### src/hw/pf_pkg.sv
// Shared sizing, reset values and payload types of the prefetch unit
// Word-aligned fetches only; PF_DEPTH must be a power of two
package pf_pkg;

  //////////////////////////////
  // Sizing and reset values
  //////////////////////////////

  // Words stored in the FIFO plus words in flight
  localparam int unsigned PF_DEPTH = 4;
  // FIFO pointer width, wraps naturally
  localparam int unsigned PF_PTR_W = $clog2(PF_DEPTH);
  // Counter width, holds 0 up to PF_DEPTH
  localparam int unsigned PF_CNT_W = $clog2(PF_DEPTH + 1);
  // Address held before the first branch
  localparam logic [31:0] PF_RESET_ADDR = 32'h0000_0000;

  //////////////////////////////
  // Types
  //////////////////////////////

  typedef enum logic {
    PF_IDLE,
    PF_BRANCH_WAIT
  } pf_state_e;

  // Request toward the bus adapter
  typedef struct packed {
    logic [31:0] addr;
    logic        ptr;
  } pf_trans_t;

  // Response from memory, address travels back with the data
  typedef struct packed {
    logic [31:0] addr;
    logic [31:0] data;
    logic        ptr;
  } pf_resp_t;

  // Control flow change, taken is a one-cycle pulse
  typedef struct packed {
    logic        taken;
    logic [31:0] addr;
    logic        ptr;
  } pf_branch_t;

  // Word handed to the core, same layout as the response
  typedef struct packed {
    logic [31:0] addr;
    logic [31:0] data;
    logic        ptr;
  } pf_instr_t;

endpackage

### src/hw/pf_prefetcher.sv
// Address generation for instruction fetch
// Increments are always whole words with ptr cleared
// A branch target not accepted at once is replayed until accepted
`timescale 1ns/100ps

module pf_prefetcher (
  input  logic               clk,
  input  logic               rst_n,

  // From the fetch buffer
  input  pf_pkg::pf_branch_t branch_i,
  input  logic               fetch_valid_i,
  output logic               fetch_ready_o,
  output logic               fetch_ptr_o,

  // Toward the bus adapter
  output logic               trans_valid_o,
  input  logic               trans_ready_i,
  output pf_pkg::pf_trans_t  trans_o
);

  pf_pkg::pf_state_e state_q;
  pf_pkg::pf_state_e next_state;

  // Last offered address and its pointer flag
  logic [31:0] addr_q;
  logic        ptr_q;
  logic [31:0] addr_incr;
  logic        accept;

  // Next sequential word
  assign addr_incr = {addr_q[31:2], 2'b00} + 32'd4;

  // Buffer already limits outstanding words, so pass valid on
  assign trans_valid_o = fetch_valid_i;
  assign accept        = trans_valid_o && trans_ready_i;
  assign fetch_ready_o = accept;
  assign fetch_ptr_o   = trans_o.ptr;

  //////////////////////////////
  // Address select FSM
  //////////////////////////////

  always_comb
  begin
    next_state = state_q;
    trans_o    = '{addr: addr_q, ptr: ptr_q};
    case (state_q)
      pf_pkg::PF_IDLE:
      begin
        // Branch target wins over the increment
        if (branch_i.taken)
          trans_o = '{addr: branch_i.addr, ptr: branch_i.ptr};
        else
          trans_o = '{addr: addr_incr, ptr: 1'b0};
        // Target not taken by the adapter yet
        if (branch_i.taken && !accept)
          next_state = pf_pkg::PF_BRANCH_WAIT;
      end
      pf_pkg::PF_BRANCH_WAIT:
      begin
        // Replay held target, or a newer one
        if (branch_i.taken)
          trans_o = '{addr: branch_i.addr, ptr: branch_i.ptr};
        if (accept)
          next_state = pf_pkg::PF_IDLE;
      end
      default:
        next_state = pf_pkg::PF_IDLE;
    endcase
  end

  //////////////////////////////
  // Registers
  //////////////////////////////

  always_ff @(posedge clk, negedge rst_n)
  begin
    if (!rst_n)
    begin
      state_q <= pf_pkg::PF_IDLE;
      addr_q  <= pf_pkg::PF_RESET_ADDR;
      ptr_q   <= 1'b0;
    end
    else
    begin
      state_q <= next_state;
      // Keep the branch target even when it is not yet accepted
      if (branch_i.taken || accept)
      begin
        addr_q <= trans_o.addr;
        ptr_q  <= trans_o.ptr;
      end
    end
  end

endmodule

### src/hw/pf_fetch_buffer.sv
// Fetch FIFO with accounting of words in flight
// Requests only after the first branch; stale responses are dropped in order
// Responses are never back-pressured, space is reserved at request time
`timescale 1ns/100ps

module pf_fetch_buffer (
  input  logic               clk,
  input  logic               rst_n,

  // Control flow from the core
  input  pf_pkg::pf_branch_t branch_i,
  output pf_pkg::pf_branch_t branch_o,

  // Request handshake with the prefetcher
  output logic               fetch_valid_o,
  input  logic               fetch_ready_i,

  // Responses from the bus adapter
  input  logic               resp_valid_i,
  input  pf_pkg::pf_resp_t   resp_i,

  // Toward the core
  output logic               instr_valid_o,
  input  logic               instr_ready_i,
  output pf_pkg::pf_instr_t  instr_o
);

  // Set by the first branch after reset
  logic                        seen_q;
  logic [pf_pkg::PF_CNT_W-1:0] count_q;
  logic [pf_pkg::PF_CNT_W-1:0] outstanding_q;
  // Responses still to discard after a flush
  logic [pf_pkg::PF_CNT_W-1:0] drop_q;
  logic [pf_pkg::PF_PTR_W-1:0] wr_ptr_q;
  logic [pf_pkg::PF_PTR_W-1:0] rd_ptr_q;
  pf_pkg::pf_instr_t           fifo_q [pf_pkg::PF_DEPTH];

  logic                        flush;
  logic                        drop;
  logic                        push;
  logic                        pop;
  logic [pf_pkg::PF_CNT_W-1:0] count_eff;
  logic [pf_pkg::PF_CNT_W:0]   occupancy;
  pf_pkg::pf_instr_t           push_entry;

  assign branch_o = branch_i;
  assign flush    = branch_i.taken;

  // Stored words count as gone in the flush cycle
  assign count_eff = flush ? '0 : count_q;
  assign occupancy = count_eff + outstanding_q;
  assign fetch_valid_o = (seen_q || flush) && (occupancy < pf_pkg::PF_DEPTH);

  // Anything returning in the flush cycle was requested before it
  assign drop = resp_valid_i && (flush || (drop_q != '0));
  assign push = resp_valid_i && !drop;

  // Old head is hidden while a branch is flushing
  assign instr_valid_o = (count_q != '0) && !flush;
  assign pop           = instr_valid_o && instr_ready_i;
  assign instr_o       = fifo_q[rd_ptr_q];

  // ptr taken from the response itself
  assign push_entry = '{addr: resp_i.addr, data: resp_i.data, ptr: resp_i.ptr};

  //////////////////////////////
  // Control state
  //////////////////////////////

  always_ff @(posedge clk, negedge rst_n)
  begin
    if (!rst_n)
    begin
      seen_q        <= 1'b0;
      count_q       <= '0;
      outstanding_q <= '0;
      drop_q        <= '0;
      wr_ptr_q      <= '0;
      rd_ptr_q      <= '0;
    end
    else
    begin
      if (flush)
        seen_q <= 1'b1;
      // In-flight words, kept across a flush
      case ({fetch_ready_i, resp_valid_i})
        2'b10:   outstanding_q <= outstanding_q + 1'b1;
        2'b01:   outstanding_q <= outstanding_q - 1'b1;
        default: outstanding_q <= outstanding_q;
      endcase
      // Older words still out become stale
      if (flush)
        drop_q <= outstanding_q - resp_valid_i;
      else if (drop)
        drop_q <= drop_q - 1'b1;
      if (flush)
      begin
        count_q  <= '0;
        wr_ptr_q <= '0;
        rd_ptr_q <= '0;
      end
      else
      begin
        if (push)
          wr_ptr_q <= wr_ptr_q + 1'b1;
        if (pop)
          rd_ptr_q <= rd_ptr_q + 1'b1;
        case ({push, pop})
          2'b10:   count_q <= count_q + 1'b1;
          2'b01:   count_q <= count_q - 1'b1;
          default: count_q <= count_q;
        endcase
      end
    end
  end

  // Storage
  always_ff @(posedge clk)
  begin
    if (push)
      fifo_q[wr_ptr_q] <= push_entry;
  end

endmodule

### src/hw/pf_bus_adapter.sv
// Valid/ready transactions to four-phase req/ack memory exchanges
// One exchange at a time; no bus errors
`timescale 1ns/100ps

module pf_bus_adapter (
  input  logic              clk,
  input  logic              rst_n,

  // From the prefetcher
  input  logic              trans_valid_i,
  output logic              trans_ready_o,
  input  pf_pkg::pf_trans_t trans_i,

  // Four-phase memory port
  output logic              mem_req_o,
  output pf_pkg::pf_trans_t mem_trans_o,
  input  logic              mem_ack_i,
  input  logic [31:0]       mem_rdata_i,

  // Toward the fetch buffer, single-cycle pulse
  output logic              resp_valid_o,
  output pf_pkg::pf_resp_t  resp_o
);

  // Exchange phases
  typedef enum logic [1:0] {
    ADP_IDLE,
    ADP_WAIT_ACK,
    ADP_WAIT_RELEASE
  } adp_state_e;

  adp_state_e        state_q;
  pf_pkg::pf_trans_t trans_q;
  logic [31:0]       rdata_q;
  logic              resp_valid_q;
  logic              accept;
  logic              capture;

  // New exchange only once memory has released ack
  assign trans_ready_o = (state_q == ADP_IDLE) && !mem_ack_i;
  assign accept        = trans_valid_i && trans_ready_o;
  assign capture       = (state_q == ADP_WAIT_ACK) && mem_ack_i;

  // Req follows the state register, so it rises a cycle after accept
  assign mem_req_o    = (state_q == ADP_WAIT_ACK);
  assign mem_trans_o  = trans_q;
  assign resp_valid_o = resp_valid_q;
  assign resp_o       = '{addr: trans_q.addr, data: rdata_q, ptr: trans_q.ptr};

  //////////////////////////////
  // Exchange FSM
  //////////////////////////////

  always_ff @(posedge clk, negedge rst_n)
  begin
    if (!rst_n)
    begin
      state_q      <= ADP_IDLE;
      resp_valid_q <= 1'b0;
    end
    else
    begin
      resp_valid_q <= capture;
      case (state_q)
        ADP_IDLE:
          if (accept)
            state_q <= ADP_WAIT_ACK;
        // Ack high, data valid, drop req
        ADP_WAIT_ACK:
          if (mem_ack_i)
            state_q <= ADP_WAIT_RELEASE;
        // Wait for memory to drop ack
        ADP_WAIT_RELEASE:
          if (!mem_ack_i)
            state_q <= ADP_IDLE;
        default:
          state_q <= ADP_IDLE;
      endcase
    end
  end

  // Address stays stable for the whole exchange and the response
  always_ff @(posedge clk)
  begin
    if (accept)
      trans_q <= trans_i;
    if (capture)
      rdata_q <= mem_rdata_i;
  end

endmodule

### src/hw/pf_top.sv
// Instruction prefetch unit
// Core side is valid/ready, memory side is four-phase req/ack
// Nothing is fetched until the first taken branch
`timescale 1ns/100ps

module pf_top (
  input  logic               clk,
  input  logic               rst_n,

  // Core side
  input  pf_pkg::pf_branch_t branch_i,
  output logic               instr_valid_o,
  input  logic               instr_ready_i,
  output pf_pkg::pf_instr_t  instr_o,

  // Memory side
  output logic               mem_req_o,
  output pf_pkg::pf_trans_t  mem_trans_o,
  input  logic               mem_ack_i,
  input  logic [31:0]        mem_rdata_i
);

  // Buffer to prefetcher
  pf_pkg::pf_branch_t branch;
  logic               fetch_valid;
  logic               fetch_ready;

  // Prefetcher to adapter
  logic               trans_valid;
  logic               trans_ready;
  pf_pkg::pf_trans_t  trans;

  // Adapter to buffer
  logic               resp_valid;
  pf_pkg::pf_resp_t   resp;

  pf_fetch_buffer i_pf_fetch_buffer (
    .clk           (clk),
    .rst_n         (rst_n),
    .branch_i      (branch_i),
    .branch_o      (branch),
    .fetch_valid_o (fetch_valid),
    .fetch_ready_i (fetch_ready),
    .resp_valid_i  (resp_valid),
    .resp_i        (resp),
    .instr_valid_o (instr_valid_o),
    .instr_ready_i (instr_ready_i),
    .instr_o       (instr_o)
  );

  // ptr already returns with the response
  pf_prefetcher i_pf_prefetcher (
    .clk           (clk),
    .rst_n         (rst_n),
    .branch_i      (branch),
    .fetch_valid_i (fetch_valid),
    .fetch_ready_o (fetch_ready),
    .fetch_ptr_o   (),
    .trans_valid_o (trans_valid),
    .trans_ready_i (trans_ready),
    .trans_o       (trans)
  );

  pf_bus_adapter i_pf_bus_adapter (
    .clk           (clk),
    .rst_n         (rst_n),
    .trans_valid_i (trans_valid),
    .trans_ready_o (trans_ready),
    .trans_i       (trans),
    .mem_req_o     (mem_req_o),
    .mem_trans_o   (mem_trans_o),
    .mem_ack_i     (mem_ack_i),
    .mem_rdata_i   (mem_rdata_i),
    .resp_valid_o  (resp_valid),
    .resp_o        (resp)
  );

endmodule

### config.mk
export PLATFORM = sky130hd
export DESIGN_NAME = pf_top
export DESIGN_NICKNAME = d
export VERILOG_FILES = /design/src/hw/pf_pkg.sv /design/src/hw/pf_prefetcher.sv /design/src/hw/pf_fetch_buffer.sv /design/src/hw/pf_bus_adapter.sv /design/src/hw/pf_top.sv
export SDC_FILE = /design/constraint.sdc
export NUM_CORES = 1
export LEC_CHECK = 0
export ABC_CLOCK_PERIOD_IN_PS = 4100
export CAP_MARGIN = 20
export CORE_MARGIN = 5
export CORE_UTILIZATION = 45
export DETAILED_ROUTE_END_ITERATION = 16
export DONT_BUFFER_PORTS = 1
export PLACE_DENSITY = 0.62
export SYNTH_ARGS = -nofsm -noshare
export SYNTH_HDL_FRONTEND = slang
export SYNTH_SLANG_ARGS = --single-unit
### constraint.sdc
create_clock -name clk -period 4.1 [get_ports clk]
set_clock_uncertainty 0.2 [all_clocks]
set_input_delay 0.615 -clock clk [delete_from_list [all_inputs] [get_ports clk]]
set_output_delay 0.615 -clock clk [all_outputs]
set_load 0.01 [all_outputs]
Yosys cells after proc, flatten, opt, wreduce, memory -nomap -nowiden
Memory sizes are Yosys's and may differ from the RTL's.
Cells that the tools add are included.
{"block": "op_classes", "eq_ne": 9, "mux": 22, "order_cmp": 1, "bitwise": 1, "add_sub_neg": 10, "n_reduce_logical": 25}
{"op": "two-way mux 33 bit", "count": 2}
{"op": "case mux 33 bit (2 select lines)", "count": 1}
{"op": "adder 32 x 3 -> 32 bit (second input constant)", "count": 1}
{"op": "two-way mux 2 bit", "count": 7}
{"op": "two-way mux 3 bit", "count": 4}
{"op": "case mux 3 bit (2 select lines)", "count": 2}
{"op": "logical AND 1 bit", "count": 9}
{"op": "nonzero test 3 bit", "count": 3}
{"op": "subtractor 3 x 1 -> 3 bit (second input constant)", "count": 3}
{"op": "nonzero test 2 bit", "count": 4}
{"op": "adder 3 x 1 -> 3 bit (second input constant)", "count": 2}
{"op": "equality test 2 x 1 -> 1 bit (second input constant)", "count": 3}
{"op": "equality test 2 bit (second input constant)", "count": 3}
{"op": "case mux 2 bit (3 select lines)", "count": 1}
{"op": "adder 2 x 1 -> 2 bit (second input constant)", "count": 2}
{"op": "adder 3 x 3 -> 4 bit", "count": 1}
{"op": "logical NOT 1 bit", "count": 4}
{"op": "less-than comparator 4 x 3 -> 1 bit (second input constant)", "count": 1}
{"op": "two-way mux 1 bit", "count": 4}
{"op": "!= test 2 bit (second input constant)", "count": 2}
{"op": "logical OR 1 bit", "count": 3}
{"op": "AND reduction 3 bit", "count": 1}
{"op": "subtractor 3 x 1 -> 3 bit", "count": 1}
{"op": "logical NOT 2 bit", "count": 1}
{"op": "3 further kinds", "count": 3}
{"block": "totals", "register_bits": 116, "word_cells": 83, "mem_count": 1, "ramBits": 260, "output_inout_bits": 100}
{"memory": "i_pf_fetch_buffer.fifo_q", "words": 4, "width": 65, "read_ports": 1, "rd_ports_with_merged_regs": 0, "write_ports": 1, "line_no": "pf_fetch_buffer.sv:36", "source": "pf_pkg::pf_instr_t fifo_q [pf_pkg::PF_DEPTH];"}

Longest topological paths before layout
Gate-level depths: netlist of run 1.
{"block": "logic_depth", "word_depth": 9, "ltp_mapped": 14, "depth_no_buf": 10}

Hierarchy
A second synthesis of run 1 with hierarchy kept.
{"block": "unflattened", "hier_cells": 916, "hier_area_um2": 15791.4}
{"mod": "pf_fetch_buffer", "seq_area_each_um2": 8157.8, "n_inst": 1, "cells_each": 464, "area_each_um2": 10575.1}
{"mod": "pf_prefetcher", "seq_area_each_um2": 850.8, "n_inst": 1, "cells_each": 343, "area_each_um2": 2882.8}
{"mod": "pf_bus_adapter", "seq_area_each_um2": 2026.9, "n_inst": 1, "cells_each": 109, "area_each_um2": 2333.5}

Least setup slack after synthesis of run 1
OpenSTA, ideal clock, no wires.
{"block": "synth_timing", "path_kind": "input port to flip-flop", "from": "input branch_i[33] (netlist name)", "to": "register i_pf_prefetcher.addr_q[21]", "cell_stages": 12, "n_path_buf": 4, "arrival_time_ns": 4.133, "setup_slack_ns": -0.357, "t_required_ns": 3.775, "setup_time_ns": 0.125, "path_cell_list": "clkbuf_1 clkbuf_1 buf_1 nor2b_1 ha_1 nor4_1 o2111ai_1 inv_1 clkbuf_1 nand3_1 xnor2_1 mux2_2"}
{"block": "synth_via", "elab_chain_len": 6, "word_cells_on_any_way": 10, "cone_classes": "add/sub (1); order compare (1); mux (4); reduce/logical (4)"}
{"item": "start: declaration", "line_no": "pf_top.sv:11", "source": "input pf_pkg::pf_branch_t branch_i,"}
{"item": "two-way mux 3 bit", "line_no": "pf_fetch_buffer.sv:50", "source": "assign count_eff = flush ? '0 : count_q;"}
{"item": "adder 3 x 3 -> 4 bit", "line_no": "pf_fetch_buffer.sv:51", "source": "assign occupancy = count_eff + outstanding_q;"}
{"item": "less-than comparator 4 x 3 -> 1 bit", "line_no": "pf_fetch_buffer.sv:52", "source": "assign fetch_valid_o = (seen_q || flush) && (occupancy < pf_pkg::PF_DEPTH);"}
{"item": "logical AND 1 bit (*)", "line_no": "pf_fetch_buffer.sv:52"}
{"item": "logical AND 1 bit (*)", "line_no": "pf_prefetcher.sv:36", "source": "assign accept = trans_valid_o && trans_ready_i;"}
{"item": "net fetch_ready", "line_no": "pf_top.sv:26", "source": "logic fetch_ready;"}
{"item": "logical OR 1 bit (*)", "line_no": "pf_prefetcher.sv:89", "source": "if (branch_i.taken || accept)"}
{"item": "end signal: assignment", "line_no": "pf_prefetcher.sv:82", "source": "addr_q <= pf_pkg::PF_RESET_ADDR;"}
{"item": "end signal: assignment", "line_no": "pf_prefetcher.sv:91", "source": "addr_q <= trans_o.addr;"}
{"item": "end: declaration", "line_no": "pf_prefetcher.sv:26", "source": "logic [31:0] addr_q;"}
Mark *: on every way through the listed nets, which the timed path passes. The rest lies on a longest branch.
A chain may end at the register's enable or synchronous reset.

Final worst setup path of run 1
{"block": "layout_timing", "from": "register i_pf_fetch_buffer.count_q[2] (netlist name)", "to": "register i_pf_prefetcher.addr_q[20]"}
{"block": "layout_via", "elab_chain_len": 6}
{"item": "start: declaration", "line_no": "pf_fetch_buffer.sv:30", "source": "logic [pf_pkg::PF_CNT_W-1:0] count_q;"}
{"item": "start signal: assignment", "line_no": "pf_fetch_buffer.sv:109", "source": "2'b10: count_q <= count_q + 1'b1;"}
{"item": "start signal: assignment", "line_no": "pf_fetch_buffer.sv:110", "source": "2'b01: count_q <= count_q - 1'b1;"}
{"item": "start signal: assignment", "line_no": "pf_fetch_buffer.sv:111", "source": "default: count_q <= count_q;"}
{"item": "two-way mux 3 bit", "line_no": "pf_fetch_buffer.sv:50"}
{"item": "adder 3 x 3 -> 4 bit", "line_no": "pf_fetch_buffer.sv:51"}
{"item": "less-than comparator 4 x 3 -> 1 bit", "line_no": "pf_fetch_buffer.sv:52"}
{"item": "logical AND 1 bit", "line_no": "pf_fetch_buffer.sv:52"}
{"item": "logical AND 1 bit", "line_no": "pf_prefetcher.sv:36"}
{"item": "logical OR 1 bit", "line_no": "pf_prefetcher.sv:89"}
Every way passes these cells.

==> reports/metrics.yaml, run 1 <==
status:
  status: "finished, final reports clean"
sta:
  finalHoldViolCount: 0
  setup_violations: 0
  period_share_pct: 82.53
  tightest_slew_ns: 1.077
  setup_tns_ns: 0
  slew_viol_final: 0
  finalCriticalPeriod_ns: 3.384
  maxSlewHeadroom_pct: 28.17
  rsz0062_at_grt: "false"
  fmax_mhz: 295.5
synth:
  ys_seq_elements: 376
  yosys_warnings: 0
  yosys.area.top_type: "edfxtp_1"
  ys_top_cells_by_area: "edfxtp_1, mux4_2, dfrtp_1, mux2i_1, nand2_1"
  syn_avg_cell_area_um2: 18.18
  syn_nets: 904
  synth_ff_type: "edfxtp_1"
  yosysTopAreaCellShare_pct: 65.46
  seq_area_frac_synth_pct: 74.02
  syn_area_um2: 14910
  synthArstFlopShare_pct: 13.56
  ys_types: 59
  synth-edff-count: 325
  syn_inst: 820
clocking:
  cts_tree: "built"
  cts_sinks: 376
  cts-root-buf: "clkbuf_16"
  cts_inserted_buffers: 41
  cts-resized-gates: 0
  clock_path_buffers: 3
  clk_pin_slew_ns: 0.06
  htreeDepth: 2
  clkLatencyLatePin_ns: 0.52
global_route:
  grt_pass1_vias: 7456
  grt_pass1_wl_um: 45910
  grt_use_met3_pct: 5.089
  grt_usage_pct: 16.48
  antenna_found_initial: 0
  grtUsageMet2_pct: 26.62
  use_met1_pct: 22.09
  grt_busiest_layer: "met2"
  grt_max_degree: 95
  grt_remaining_overflow: 0
route:
  drtIter0Drc: 319
  first_pass_iters: 4
  drc: 0
  wl_per_cell_um: 22.90
  vias: 7335
  drt_wl_total_um: 30750
  ant_nets: 0
  vias_per_cell: 5.462
placement:
  dp_hpwl_um: 18980
  place_area_um2: 15490
  gp_congestion: 0.7675
  post-place-cells: 1235
  portBuffers: 0
layout:
  utilization_pct: 52.54
  finalNetCount: 956
  final_cell_mix: "edfxtp_1, mux4_2, dfrtp_1"
  final_cells: 1343
  layout_commonest_cell: "edfxtp_1"
  area_growth_pct: 14.94
  fillerInstances: 2584
  drive_above_1_share_pct: 17.98
  final_cell_area_um2: 17140
  diodes: 0
pwr:
  peakVddDrop_v: 0.0003860
  leakagePower_nw: 5.689
  p_per_area_nw_per_um2: 580.4
worst_setup_path:
  worstSetupPathType: "register to register"
  worstSetupEndpointType: "register"
  cp_cell_sequence: "nor2b_1 > ha_1 > nor4_1 > o2111ai_1 > inv_2 > buf_4 > a211oi_1 > a311oi_1"
  worstPathRequired_ns: 4.32
  crit_arrival_ns: 3.60
  cpMaxStageDelayCell: "inv_2"
  slowest_delay_ns: 0.66
  startpoint_type: "register"
  path_max_fanout: 29
floorplan:
  core-area_um2: 32620
  io_pins: 170
  num_rows: 66
  die_area_um2: 36870
  die_h_um: 192.0
  die_w_um: 192.0
  start_util_pct: 45.71
min_path:
  hold_class: "input pin to register"
flow_run:
  drv_cap: 0
[layer usage]
metal	wire, µm	part of all wire [%]
met1	13100	43
met2	14640	48
met3	2415	7.9
met4	597	1.9
met5	0	0
[power by group]
part | internal, W | total [W] | leakage (nW) | switching [W]
combinational | 0.000636 | 0.00136 | 1.54 | 0.000725
sequential | 0.00464 | 0.00514 | 3.55 | 0.000495
clock | 0.00204 | 0.00345 | 0.606 | 0.00141
total | 0.00732 | 0.00995 | 5.69 | 0.00263
[cell families (layout without fill, tap and decap cells)]
kind of cell             count (synthesis)  after routing  synth area share (%)
AND/OR/NAND/NOR                        168            168                 5.833
XOR/XNOR                                27             27                 1.586
flip-flops                             376            376                 74.02
multiplexers                           100            100                 12.26
AO/OA/AOI/OAI                           79             79                 3.558
adder cells (fa/ha/maj)                 14             14                 1.276
buffers and inverters                   56            137                 1.469
[path summary, 6_finish.rpt]
| path | cells past startpoint | slack (ns) | to | from |
|---|---|---|---|---|
| worst min register to register | 0 | 0.30 | i_pf_fetch_buffer.fifo_q[1][17] | i_pf_bus_adapter.rdata_q[16] |
| worst max-delay path | 8 | 0.72 | i_pf_prefetcher.addr_q[20] | i_pf_fetch_buffer.count_q[2] |
| worst max register to register | 8 | 0.72 | i_pf_prefetcher.addr_q[20] | i_pf_fetch_buffer.count_q[2] |
| worst min-delay path | 1 | 0.05 | i_pf_bus_adapter.state_q[1] | mem_ack_i |
| max in group asynchronous | 2 | 3.01 | i_pf_fetch_buffer.rd_ptr_q[0] | rst_n |
| min in group asynchronous | 2 | 0.41 | i_pf_prefetcher.addr_q[18] | rst_n |
[state kept, by name, indices dropped and copies added (netlist names)]
signal / flops
i_pf_fetch_buffer.seen_q: 1
i_pf_fetch_buffer.rd_ptr_q: 2
i_pf_prefetcher.state_q: 1
i_pf_bus_adapter.rdata_q: 32
i_pf_fetch_buffer.drop_q: 3
i_pf_bus_adapter.mem_trans_o: 33
i_pf_fetch_buffer.outstanding_q: 3
i_pf_bus_adapter.resp_valid_o: 1
i_pf_fetch_buffer.count_q: 3
i_pf_prefetcher.ptr_q: 1
i_pf_bus_adapter.state_q: 2
i_pf_fetch_buffer.wr_ptr_q: 2
i_pf_prefetcher.addr_q: 32
i_pf_fetch_buffer.fifo_q: 260
[synth_stat cells, types with 8 or more instances]
cell type,number
o21ai_0,23
ha_1,12
nor2b_1,11
nand2b_1,11
nor2_1,43
mux2i_1,24
nand4_1,9
edfxtp_1,325
clkbuf_1,28
xor2_1,11
nand3_1,9
mux2_2,11
and3_1,8
a21oi_1,10
nand2_1,43
dfrtp_1,51
mux4_2,65
inv_1,18
xnor2_1,16
[critical path, delay by kind of cell, from the launching register on]
kind | cells | cell delay (ns)
AND/OR/NAND/NOR | 2 | 0.56
flip-flops | 1 | 0.41
buffers and inverters | 2 | 1.01
adder cells (fa/ha/maj) | 1 | 0.26
AO/OA/AOI/OAI | 3 | 0.84
[final cells by class]
cell class | instances | area, µm² | share of cell area, %
clock buffer | 53 | 1114 | 6.498
clock inverter | 19 | 150.1 | 0.8762
inverter | 18 | 67.56 | 0.3943
multi-input combinational | 388 | 3674 | 21.44
sequential | 376 | 11040 | 64.44
tap | 442 | 553.0 | 3.227
timing repair buffer | 47 | 535.5 | 3.125
[through the flow]
step	total power (W)	hold WS, ns	setup slack (ns)
after global routing	0.01041	0.02005	0.2716
after floorplan	0.006123	0.1194	0.2551
after detailed placement	0.006581	0.1211	0.5439
after CTS	0.01009	0.001962	0.7072
after global placement	0.006543	0.1214	0.6357
final	0.009946	0.04851	0.7163
[what timing repair did]
action                    CTS  global route
buffers inserted            0             0
hold endpoints to repair   94             0
hold buffers               36             0
Note: power is estimated with default switching activity, not from simulation.
==> run 2, diff against run 1 <==
--- a/config.mk
+++ b/config.mk
@@ -5,13 +5,13 @@
 export SDC_FILE = /design/constraint.sdc
 export NUM_CORES = 1
 export LEC_CHECK = 0
-export ABC_CLOCK_PERIOD_IN_PS = 4100
+export ABC_CLOCK_PERIOD_IN_PS = 3100
 export CAP_MARGIN = 20
 export CORE_MARGIN = 5
 export CORE_UTILIZATION = 45
 export DETAILED_ROUTE_END_ITERATION = 16
 export DONT_BUFFER_PORTS = 1
-export PLACE_DENSITY = 0.62
+export PLACE_DENSITY = 0.64
 export SYNTH_ARGS = -nofsm -noshare
 export SYNTH_HDL_FRONTEND = slang
 export SYNTH_SLANG_ARGS = --single-unit
==> constraint.sdc (replaced) <==
create_clock -name clk -period 3.1 [get_ports clk]
set_clock_uncertainty 0.2 [all_clocks]
set_input_delay 0.465 -clock clk [delete_from_list [all_inputs] [get_ports clk]]
set_output_delay 0.465 -clock clk [all_outputs]
set_load 0.01 [all_outputs]
==> reports/metrics.yaml, run 2 (same netlist as run 1, synthesis figures left out) <==
placement:
  dp_hpwl_um: 19970  # was 18980 µm
  portBuffers: 0  # unchanged
  gp_congestion: 0.7757  # was 0.7675
  post-place-cells: 1253  # was 1235
layout:
  largest_reg_flops: 260  # unchanged
  area_growth_pct: 18.28  # was 14.94%
  final_cell_mix: "edfxtp_1, mux4_2, dlygate4sd3_1, dfrtp_1"  # was edfxtp_1, mux4_2, dfrtp_1
  layout_commonest_cell: "edfxtp_1"  # unchanged
  fillerInstances: 2550  # was 2584
  drive_above_1_share_pct: 19.64  # was 17.98%
  multi_input_area_um2: 3680  # was 3674 µm²
  seqCellArea_um2: 11040  # unchanged
  top_register: "i_pf_fetch_buffer.fifo_q"  # unchanged
  final_cells: 1390  # was 1343
  finalNetCount: 999  # was 956
sta:
  setup_tns_ns: 0  # unchanged
  fmax_mhz: 360.1
  rsz0062_at_grt: "false"  # unchanged
  tightest_slew_ns: 0.5902  # was 1.077 ns
  setup_violations: 0  # unchanged
  period_share_pct: 89.59
  finalHoldViolCount: 0  # unchanged
  maxSlewHeadroom_pct: 60.65  # was 28.17%
  slew_viol_final: 0  # unchanged
  finalCriticalPeriod_ns: 2.777
worst_setup_path:
  slowest_delay_ns: 0.68  # was 0.66 ns
  cp_cell_sequence: "buf_12 > mux4_2"  # was nor2b_1 > ha_1 > nor4_1 > o2111ai_1 > inv_2 > buf_4 > a211oi_1 > a311oi_1
  worstPathRequired_ns: 2.43  # was 4.32 ns
  crit_family: "flip-flops"  # was buffers and inverters
  startpoint_type: "register"  # unchanged
  path_max_fanout: 25  # was 29
  crit_buf_inv: 1  # was 2
  worstSetupEndpointType: "output pin"  # was register
  worstSetupPathType: "register to output pin"  # was register to register
  cpMaxStageDelayCell: "dfrtp_4"  # was inv_2
  crit_arrival_ns: 2.11  # was 3.60 ns
global_route:
  grt_pass1_vias: 7767  # was 7456
  grt_max_degree: 52  # was 95
  antenna_found_initial: 2  # was 0
  grt_usage_pct: 17.08  # was 16.48%
  grt_remaining_overflow: 0  # unchanged
  grt_pass1_wl_um: 47790  # was 45910 µm
floorplan:
  die_area_um2: 36870  # unchanged
  core-area_um2: 32620  # unchanged
  die_h_um: 192.0  # unchanged
  num_rows: 66  # unchanged
  start_util_pct: 45.71  # unchanged
  io_pins: 170  # unchanged
  die_w_um: 192.0  # unchanged
clocking:
  clk_pin_slew_ns: 0.06  # about the same
  cts-resized-gates: 0  # unchanged
  cts_inserted_buffers: 41  # unchanged
  clkLatencyLatePin_ns: 0.51  # was 0.52 ns
  htreeDepth: 2  # unchanged
  cts_sinks: 376  # unchanged
  cts_tree: "built"  # unchanged
  clock_path_buffers: 3  # unchanged
  cts-root-buf: "clkbuf_16"  # unchanged
  cts_setup_buffers: 0  # unchanged
  ctsHoldBuffers: 61  # was 36
route:
  vias_per_cell: 5.459  # was 5.462
  drtIter0Drc: 486  # was 319
  wl_per_cell_um: 22.53  # was 22.90 µm
  vias: 7588  # was 7335
  first_pass_iters: 4  # unchanged
  ant_nets: 0  # unchanged
  drc: 0  # unchanged
  drt_wl_total_um: 31320  # was 30750 µm
flow_run:
  drv_cap: 0  # unchanged
pwr:
  peakVddDrop_v: 0.0003796  # was 0.0003860 V
  p_per_area_nw_per_um2: 752.6  # was 580.4 nW/µm²
  p_total_w: 0.01327  # was 0.009946 W
  leakagePower_nw: 5.933  # was 5.689 nW
status:
  status: "finished, final reports clean"  # unchanged
min_path:
  hold_class: "input pin to register"  # unchanged
==> run 2: changes by cell type in the layout (fill, tap and decap cells not counted), sizes merged <==
| cell | before | now |
|---|---|---|
| buf | 12 | 31 |
| inv | 19 | 20 |
| diode | 0 | 1 |
| clkbuf | 53 | 52 |
| dlygate4sd3 | 35 | 59 |
| clkinv | 12 | 17 |
| clkinvlp | 4 | 2 |
==> run 2: worst reg2reg max path, delay by kind of cell, from the launching register on <==
kind,cells,cell delay [ns]
simple gates,2,0.41
fa+ha+maj,1,0.28
compound gates,3,0.60
buf+inv,2,0.75
flops,1,0.41
==> run 2: worst paths after layout <==
kind	from	slack, ns	end	cells past startpoint
worst max-delay path	i_pf_fetch_buffer.rd_ptr_q[0]	0.32	instr_o[45]	2
worst min-delay path	branch_i[15]	0.03	i_pf_prefetcher.addr_q[14]	2
worst max register to register	i_pf_fetch_buffer.count_q[2]	0.36	i_pf_prefetcher.addr_q[16]	8
worst min register to register	i_pf_bus_adapter.rdata_q[17]	0.30	i_pf_fetch_buffer.fifo_q[1][18]	0
max in group asynchronous	rst_n	2.17	i_pf_fetch_buffer.rd_ptr_q[1]	2
min in group asynchronous	rst_n	0.25	i_pf_prefetcher.addr_q[18]	2
==> run 2: final cells by class <==
cell class / instances / area share [%]
clock buffer: 52 / 6.293
multi-input combinational: 388 / 20.87
sequential: 376 / 62.62
tap: 442 / 3.136
clock inverter: 23 / 0.9791
antenna: 1 / 0.01419
timing repair buffer: 90 / 5.705
inverter: 18 / 0.3831
==> run 2: power by group <==
| group | internal (W) | switching, W | total (W) |
|---|---|---|---|
| Combinational | 0.000912 | 0.00105 | 0.00196 |
| Sequential | 0.00614 | 0.000619 | 0.00676 |
| Clock | 0.00271 | 0.00185 | 0.00456 |
==> run 2: stage by stage <==
step | instance area, µm² | utilization [%] | hold slack (ns) | setup slack [ns]
after floorplan | 14940 | - | -0.03059 | 0.04068
after global placement | 15710 | 48.17 | -0.02859 | 0.4312
after detailed placement | 15710 | 48.17 | -0.02867 | 0.3476
after CTS | 17630 | 54.05 | 0.0001113 | 0.2458
after global routing | 17630 | 54.06 | 0.006197 | 0.1075
final | 17630 | 54.06 | 0.02758 | 0.3227
==> run 2: layer usage <==
metal / GRT usage (%) / routed length, µm
met3: 5.071 / 2366
met4: 3.675 / 476
met5: 0 / 20
met1: 23.02 / 13210
met2: 27.88 / 15250
